<file path="src/hw/key_pkg.sv">
`default_nettype none

package key_pkg;

	// ------------------------------------------------------------
	// Sizes and timing defaults.
	// ------------------------------------------------------------
	localparam int NUM_KEYS = 4;
	localparam int KEY_ID_W = 2;
	localparam int VALUE_W = 8;

	// 20 ms at 50 MHz.
	localparam int DEBOUNCE_DEFAULT = 1_000_000;

	// Cycles each display digit stays lit.
	localparam int SCAN_CYCLES = 16;

	// ------------------------------------------------------------
	// Types.
	// ------------------------------------------------------------
	typedef enum logic [3:0] {
		IDLE    = 4'b0001,
		FILTER0 = 4'b0010,
		DOWN    = 4'b0100,
		FILTER1 = 4'b1000
	} filter_state_e;

	typedef enum logic [2:0] {
		OP_NONE,
		OP_INC,
		OP_DEC,
		OP_CLEAR,
		OP_LOCK
	} opcode_e;

	typedef struct packed {
		logic valid;
		logic [KEY_ID_W-1:0] key_id;
		logic pressed;
	} key_event_t;

endpackage

`default_nettype wire
</file>
<file path="src/hw/key_panel_top.sv">
`timescale 1ns/1ps
`default_nettype none

module key_panel_top #(
	parameter int DEBOUNCE_CYCLES = key_pkg::DEBOUNCE_DEFAULT
) (
	input wire clk,
	input wire rst_n,
	input wire [key_pkg::NUM_KEYS-1:0] keys,
	output logic [6:0] seg,
	output logic [1:0] dig,
	output logic locked,
	output logic [key_pkg::NUM_KEYS-1:0] key_down
);
	import key_pkg::*;

	logic [NUM_KEYS-1:0] flags;
	logic [NUM_KEYS-1:0] levels;
	key_event_t key_event;
	logic [VALUE_W-1:0] value;

	// ------------------------------------------------------------
	// One debounce filter per key.
	// ------------------------------------------------------------
	for (genvar i = 0; i < NUM_KEYS; i++) begin : g_filter
		key_filter #(
			.DEBOUNCE_CYCLES(DEBOUNCE_CYCLES)
		) u_filter (
			.clk(clk),
			.rst_n(rst_n),
			.key_in(keys[i]),
			.key_flag(flags[i]),
			.key_state(levels[i])
		);
	end

	assign key_down = ~levels;

	key_event_encoder u_encoder (
		.clk(clk),
		.rst_n(rst_n),
		.flags(flags),
		.levels(levels),
		.key_event(key_event)
	);

	counter_ctrl u_ctrl (
		.clk(clk),
		.rst_n(rst_n),
		.key_event(key_event),
		.value(value),
		.locked(locked)
	);

	seg_scanner u_scanner (
		.clk(clk),
		.rst_n(rst_n),
		.value(value),
		.seg(seg),
		.dig(dig)
	);

endmodule

`default_nettype wire

</file>
<file path="src/hw/seg_scanner.sv">
`timescale 1ns/1ps
`default_nettype none

module seg_scanner (
	input wire clk,
	input wire rst_n,
	input wire [key_pkg::VALUE_W-1:0] value,
	output logic [6:0] seg,
	output logic [1:0] dig
);
	import key_pkg::*;

	localparam int SCAN_W = $clog2(SCAN_CYCLES);

	logic [SCAN_W-1:0] scan_cnt;
	logic sel;
	logic [3:0] nibble;

	// Active high, segment a at bit 0.
	function automatic logic [6:0] hex_to_seg(input logic [3:0] hex);
		case (hex)
			4'h0: return 7'h3f;
			4'h1: return 7'h06;
			4'h2: return 7'h5b;
			4'h3: return 7'h4f;
			4'h4: return 7'h66;
			4'h5: return 7'h6d;
			4'h6: return 7'h7d;
			4'h7: return 7'h07;
			4'h8: return 7'h7f;
			4'h9: return 7'h6f;
			4'ha: return 7'h77;
			4'hb: return 7'h7c;
			4'hc: return 7'h39;
			4'hd: return 7'h5e;
			4'he: return 7'h79;
			default: return 7'h71;
		endcase
	endfunction

	// Digit select swaps every SCAN_CYCLES cycles.
	always_ff @(posedge clk or negedge rst_n) begin
		if (!rst_n) begin
			scan_cnt <= '0;
			sel <= 1'b0;
		end else if (scan_cnt == SCAN_W'(SCAN_CYCLES - 1)) begin
			scan_cnt <= '0;
			sel <= ~sel;
		end else begin
			scan_cnt <= scan_cnt + 1'b1;
		end
	end

	assign nibble = sel ? value[7:4] : value[3:0];

	// Seg and dig registered together so they stay aligned.
	always_ff @(posedge clk or negedge rst_n) begin
		if (!rst_n) begin
			dig <= 2'b01;
			seg <= hex_to_seg(4'h0);
		end else begin
			dig <= sel ? 2'b10 : 2'b01;
			seg <= hex_to_seg(nibble);
		end
	end

endmodule

`default_nettype wire

</file>
<file path="src/hw/counter_ctrl.sv">
`timescale 1ns/1ps
`default_nettype none

module counter_ctrl (
	input wire clk,
	input wire rst_n,
	input key_pkg::key_event_t key_event,
	output logic [key_pkg::VALUE_W-1:0] value,
	output logic locked
);
	import key_pkg::*;

	opcode_e opcode;

	// ------------------------------------------------------------
	// Event decode. Releases are ignored.
	// ------------------------------------------------------------
	always_comb begin
		opcode = OP_NONE;
		if (key_event.valid && key_event.pressed) begin
			case (key_event.key_id)
				KEY_ID_W'(0): opcode = OP_INC;
				KEY_ID_W'(1): opcode = OP_DEC;
				KEY_ID_W'(2): opcode = OP_CLEAR;
				KEY_ID_W'(3): opcode = OP_LOCK;
				default: opcode = OP_NONE;
			endcase
		end
	end

	// ------------------------------------------------------------
	// Counter and lock flag.
	// ------------------------------------------------------------
	always_ff @(posedge clk or negedge rst_n) begin
		if (!rst_n) begin
			value <= '0;
		end else begin
			case (opcode)
				OP_INC: begin
					if (!locked) begin
						value <= value + VALUE_W'(1);
					end
				end
				OP_DEC: begin
					if (!locked) begin
						value <= value - VALUE_W'(1);
					end
				end
				// Clear is honoured while locked.
				OP_CLEAR: value <= '0;
				default: value <= value;
			endcase
		end
	end

	always_ff @(posedge clk or negedge rst_n) begin
		if (!rst_n) begin
			locked <= 1'b0;
		end else if (opcode == OP_LOCK) begin
			locked <= ~locked;
		end
	end

endmodule

`default_nettype wire

</file>
<file path="src/hw/key_event_encoder.sv">
`timescale 1ns/1ps
`default_nettype none

module key_event_encoder (
	input wire clk,
	input wire rst_n,
	input wire [key_pkg::NUM_KEYS-1:0] flags,
	input wire [key_pkg::NUM_KEYS-1:0] levels,
	output key_pkg::key_event_t key_event
);
	import key_pkg::*;

	logic [NUM_KEYS-1:0] pending;
	logic [NUM_KEYS-1:0] saved_level;

	// Requests seen this cycle, new flags included.
	logic [NUM_KEYS-1:0] req;
	logic [NUM_KEYS-1:0] req_level;
	logic [NUM_KEYS-1:0] grant;
	logic [KEY_ID_W-1:0] grant_id;

	assign req = pending | flags;

	always_comb begin
		for (int i = 0; i < NUM_KEYS; i++) begin
			req_level[i] = flags[i] ? levels[i] : saved_level[i];
		end
	end

	// Lowest index wins.
	always_comb begin
		grant = '0;
		grant_id = '0;
		for (int i = NUM_KEYS - 1; i >= 0; i--) begin
			if (req[i]) begin
				grant = '0;
				grant[i] = 1'b1;
				grant_id = KEY_ID_W'(i);
			end
		end
	end

	always_ff @(posedge clk or negedge rst_n) begin
		if (!rst_n) begin
			pending <= '0;
		end else begin
			pending <= req & ~grant;
		end
	end

	always_ff @(posedge clk) begin
		saved_level <= req_level;
	end

	always_ff @(posedge clk or negedge rst_n) begin
		if (!rst_n) begin
			key_event <= '0;
		end else begin
			key_event.valid <= |req;
			key_event.key_id <= grant_id;
			key_event.pressed <= ~req_level[grant_id];
		end
	end

endmodule

`default_nettype wire

</file>
<file path="src/hw/key_filter.sv">
`timescale 1ns/1ps
`default_nettype none

module key_filter #(
	parameter int DEBOUNCE_CYCLES = key_pkg::DEBOUNCE_DEFAULT
) (
	input wire clk,
	input wire rst_n,
	input wire key_in,
	output logic key_flag,
	output logic key_state
);
	import key_pkg::*;

	localparam int CNT_W = $clog2(DEBOUNCE_CYCLES + 1);

	filter_state_e state;
	logic [CNT_W-1:0] cnt;
	logic en_cnt;
	logic cnt_full;

	logic key_in_sa;
	logic key_in_sb;
	logic key_tmpa;
	logic key_tmpb;
	logic nedge;
	logic pedge;

	// Two-stage synchronizer, idle level is released (high).
	always_ff @(posedge clk or negedge rst_n) begin
		if (!rst_n) begin
			key_in_sa <= 1'b1;
			key_in_sb <= 1'b1;
		end else begin
			key_in_sa <= key_in;
			key_in_sb <= key_in_sa;
		end
	end

	// Delay line for edge detection.
	always_ff @(posedge clk or negedge rst_n) begin
		if (!rst_n) begin
			key_tmpa <= 1'b1;
			key_tmpb <= 1'b1;
		end else begin
			key_tmpa <= key_in_sb;
			key_tmpb <= key_tmpa;
		end
	end

	assign nedge = !key_tmpa && key_tmpb;
	assign pedge = key_tmpa && !key_tmpb;

	// ------------------------------------------------------------
	// Debounce FSM.
	// ------------------------------------------------------------
	always_ff @(posedge clk or negedge rst_n) begin
		if (!rst_n) begin
			state <= IDLE;
			en_cnt <= 1'b0;
			key_flag <= 1'b0;
			key_state <= 1'b1;
		end else begin
			key_flag <= 1'b0;
			case (state)
				IDLE: begin
					if (nedge) begin
						state <= FILTER0;
						en_cnt <= 1'b1;
					end
				end
				FILTER0: begin
					if (cnt_full) begin
						key_flag <= 1'b1;
						key_state <= 1'b0;
						en_cnt <= 1'b0;
						state <= DOWN;
					end else if (pedge) begin
						// Bounce back up, start over.
						en_cnt <= 1'b0;
						state <= IDLE;
					end
				end
				DOWN: begin
					if (pedge) begin
						state <= FILTER1;
						en_cnt <= 1'b1;
					end
				end
				FILTER1: begin
					if (cnt_full) begin
						key_flag <= 1'b1;
						key_state <= 1'b1;
						en_cnt <= 1'b0;
						state <= IDLE;
					end else if (nedge) begin
						en_cnt <= 1'b0;
						state <= DOWN;
					end
				end
				default: begin
					state <= IDLE;
					en_cnt <= 1'b0;
					key_state <= 1'b1;
				end
			endcase
		end
	end

	// Hold counter.
	always_ff @(posedge clk or negedge rst_n) begin
		if (!rst_n) begin
			cnt <= '0;
		end else if (en_cnt) begin
			cnt <= cnt + 1'b1;
		end else begin
			cnt <= '0;
		end
	end

	always_ff @(posedge clk or negedge rst_n) begin
		if (!rst_n) begin
			cnt_full <= 1'b0;
		end else begin
			cnt_full <= en_cnt && (cnt == CNT_W'(DEBOUNCE_CYCLES - 1));
		end
	end

endmodule

`default_nettype wire

</file>
<file path="config.mk">
export PLATFORM = sky130hd
export DESIGN_NAME = key_panel_top
export DESIGN_NICKNAME = d
export VERILOG_FILES = /design/src/hw/key_pkg.sv /design/src/hw/key_panel_top.sv /design/src/hw/seg_scanner.sv /design/src/hw/counter_ctrl.sv /design/src/hw/key_event_encoder.sv /design/src/hw/key_filter.sv
export SDC_FILE = /design/constraint.sdc
export NUM_CORES = 1
export LEC_CHECK = 0
export BUFFER_PORTS_ARGS = -buffer_cell sky130_fd_sc_hd__clkbuf_2
export CORE_MARGIN = 8
export CORE_UTILIZATION = 40
export DETAILED_ROUTE_END_ITERATION = 16
export GPL_TIMING_DRIVEN = 0
export PLACE_DENSITY_LB_ADDON = 0.1
export SLEW_MARGIN = 15
export SYNTH_ARGS = -nofsm -noshare
export SYNTH_HDL_FRONTEND = slang
export SYNTH_SLANG_ARGS = --single-unit
</file>
<file path="constraint.sdc">
create_clock -name clk -period 4.95 [get_ports clk]
set_input_delay 0.99 -clock clk [delete_from_list [all_inputs] [get_ports clk]]
set_output_delay 0.99 -clock clk [all_outputs]
set_load 0.005 [all_outputs]
</file>
==> results.txt <==
status - finished, final reports clean
VDD IR-drop max - 0.1943 mV
Setup crit end kind - flop
Post-synth top flop - dfrtp_1
Critical Path AT - 3230 ps
Critical Path Max Stage Delay - 440 ps
Clock Path Buffers - 2
HPWL after DPL - 10010 µm
cts bufs inserted - 17
WHS Endpoint - g_filter[0].u_filter.key_in_sb
Hold Crit Depth - 0
ranking of synthesized cells by area - dfrtp_1 38%, dfstp_2 9.8%, xnor2_1 5.8%
root buffer cell - clkbuf_16
CP delay by family, top - simple AND/OR/NAND/NOR gates
Final ANT Viol Nets - 0
Final Critical Period - 2891 ps
worst slew pin tran - 651.4 ps
number of global-route vias before repair - 5723
drt first pass iters - 5
share of cells above drive strength 1 - 0.1572
Cell Rows - 52
worst path bufs/invs - 1
final-report setup violation count - 0
# DRC - 0
# resized after CTS - 0
Max Slew Vio Count - 0
Vias/cell - 5.126
DR vias - 5623
capturing point of the worst reg2reg path - u_ctrl.value[7]
Netlist cell types - 79
period utilisation layout - 0.5841
required time worst endpoint - 5290 ps
Fillers - 1912
P_leak - 4.201 nW
Synth Cell Area - 8273 µm²
leading area contributor after synthesis - dfrtp_1
Initial Utilization - 0.4075
Nets - 842
critical path class - flop to flop
IO Count - 20
htree depth - 4
slowest CP cell - and3_1
Rel. slew slack - 0.5533
# hold bufs at CTS - 0
max_cap viols - 0
CTS tree - built
PortBufs - 19
Setup Buffers After CTS - 0
worst reg2reg path depth - 10
post-synth net total - 803
DIE WIDTH - 159.8 µm
cell mode on critical path - ha_1
largest net degree at the start of global routing - 85
Initial DRC Count - 191
Post-synth EDFFs - 0
diode count - 0
final worst slack - 2059 ps
sequential fraction of the synthesis area - 0.4923
hold path startpoint - g_filter[0].u_filter.key_in_sa
most frequent cells in the layout - 127 x dfrtp_1, 68 x and2_1, 55 x xnor2_1
synth warn - 0
async set or reset register ratio after synthesis - 0.9753
Yosys top cell area share - 0.3842
class of the worst hold path - flop to flop
Routed WL - 14850 µm
synthesized area per cell - 10.67 µm²
Die ar. - 25540 µm²
critical path startpoint category - flop
Setup WS pre-CTS - 2061 ps
Crit Path Max Fanout - 9
Skew-Pair Late Insertion Delay - 420 ps
Post-Synthesis Cells - 775
Layout Skew - 7.609 ps
clk sinks - 162
Total GRT Usage - 0.1220
area grow syn2layout - 13.17%
initial antenna violation count - 0
core footprint - 20300 µm²
crit path cell chain - inv_1, ha_1, nor2_1, and3_1, ha_1, a211oi_2, nor3_1, o31a_1, or3b_1, o211ai_2
Die Ht - 159.8 µm
RSZ-0062 raised after global routing - no
post-synthesis register bit count - 162
Fmax achieved - 345.9 MHz
Worst-path clk slew - 60 ps
r2r startpoint - u_encoder.key_event[1]
R2R setup slack - 2060 ps
Setup TNS - 0 ps
gr ovfl total - 0
Final Hold Violating Endpoints - 0
global-route wire length before repair - 26620 µm
pwr dens - 361.9 nW/µm²
Placer Congestion - 0.7928
most common cell after layout, fill and taps aside - dfrtp_1
WL per Instance - 13.54 µm
-- logic make-up (layout without fill, tap and decap cells) --
family,Yosys count,count (layout),share of synthesized area
AO/OA/AOI/OAI,103,103,0.08908
XOR/XNOR,85,85,0.08999
adder cells (fa/ha/maj),22,22,0.03418
buffers and inverters,48,100,0.02329
flip-flops,162,162,0.4923
multiplexers,23,23,0.03297
AND/OR/NAND/NOR,332,332,0.2382
-- state kept, by name, summed over array words and instances (netlist names), 7 cells and up --
| signal | count |
|---|---|
| u_scanner.seg | 7 |
| u_ctrl.value | 8 |
| g_filter.u_filter.cnt | 80 |
| g_filter.u_filter.state | 16 |
-- worst reg2reg max path, stage by stage (launching register included) --
cell and delay (ps):
dfrtp_1 350, inv_1 60, ha_1 190, nor2_1 250
and3_1 440, ha_1 330, a211oi_2 270, nor3_1 110
o31a_1 300, or3b_1 380, o211ai_2 140
-- layer usage --
layer  wire length [µm]  vias up  part of all wire  GRT usage
met2               7188       62              0.48     0.2043
met5                  0        -                 0          0
met4                132        0            0.0089    0.03611
met1               7069     2760              0.48     0.1515
li1                   -     2789                 -          -
met3                460       12             0.031    0.03316
-- cell usage after synthesis (9+ instances only) --
| cell | n |
|---|---|
| clkbuf_1 | 11 |
| inv_1 | 25 |
| dfstp_2 | 31 |
| buf_2 | 9 |
| nor3b_1 | 9 |
| a21oi_1 | 15 |
| nor2_1 | 41 |
| dfrtp_1 | 127 |
| nand2_1 | 49 |
| xnor2_1 | 55 |
| nand3_1 | 35 |
| mux2_2 | 13 |
| and3_1 | 12 |
| nor2b_1 | 26 |
| nor3_1 | 15 |
| o21ai_0 | 20 |
| nand4_1 | 12 |
| xor2_1 | 30 |
| nand2b_1 | 13 |
| and2_1 | 68 |
| ha_1 | 21 |
-- layout make-up --
type                       instances  area (µm²)  area share
clock buffer                      22       464.2     0.04958
multi-input combinational        565        4008      0.4280
clock inverter                    10       156.4     0.01670
sequential                       162        4073      0.4350
inverter                          25       93.84     0.01002
buffer                            23       98.84     0.01056
tap                              270       337.8     0.03608
timing repair buffer              20       131.4     0.01403
-- through the flow --
| stage | power (mW) | instance area, µm² | hold WS, ps | utilization | std cells |
|---|---|---|---|---|---|
| 2_1_floorplan | 1.880 | 8273 | 345.2 | - | 775 |
| 3_5_place_dp | 2.029 | 8742 | 346.8 | 0.4307 | 1065 |
| 3_3_place_gp | 2.015 | 8706 | 345.3 | 0.4289 | 1064 |
| 6_report | 3.389 | 9363 | 354.5 | 0.4612 | 1097 |
| 4_1_cts | 3.446 | 9363 | 353.9 | 0.4612 | 1097 |
| 5_1_grt | 3.586 | 9363 | 357.9 | 0.4612 | 1097 |
-- report_power, final --
| part | switching (mW) | internal, mW | leakage, nW |
|---|---|---|---|
| clock network | 0.519 | 0.869 | 0.304 |
| registers | 0.0862 | 1.43 | 2.09 |
| logic | 0.297 | 0.191 | 1.81 |
-- worst max path at each step --
| stage | from | end | slack (ps) | depth (start not counted) |
|---|---|---|---|---|
| floorplan | u_encoder.key_event[1] | u_ctrl.value[7] | 2330 | 10 |
| global placement | rst_n | g_filter[3].u_filter.cnt[11] | 40 | 1 |
| detailed placement | u_encoder.key_event[1] | u_ctrl.value[7] | 2060 | 10 |
| CTS | u_encoder.key_event[1] | u_ctrl.value[7] | 2040 | 10 |
| global route | u_encoder.key_event[1] | u_ctrl.value[7] | 1820 | 10 |
| finish | u_encoder.key_event[1] | u_ctrl.value[7] | 2060 | 10 |
Power figures use the tool's default switching activity.
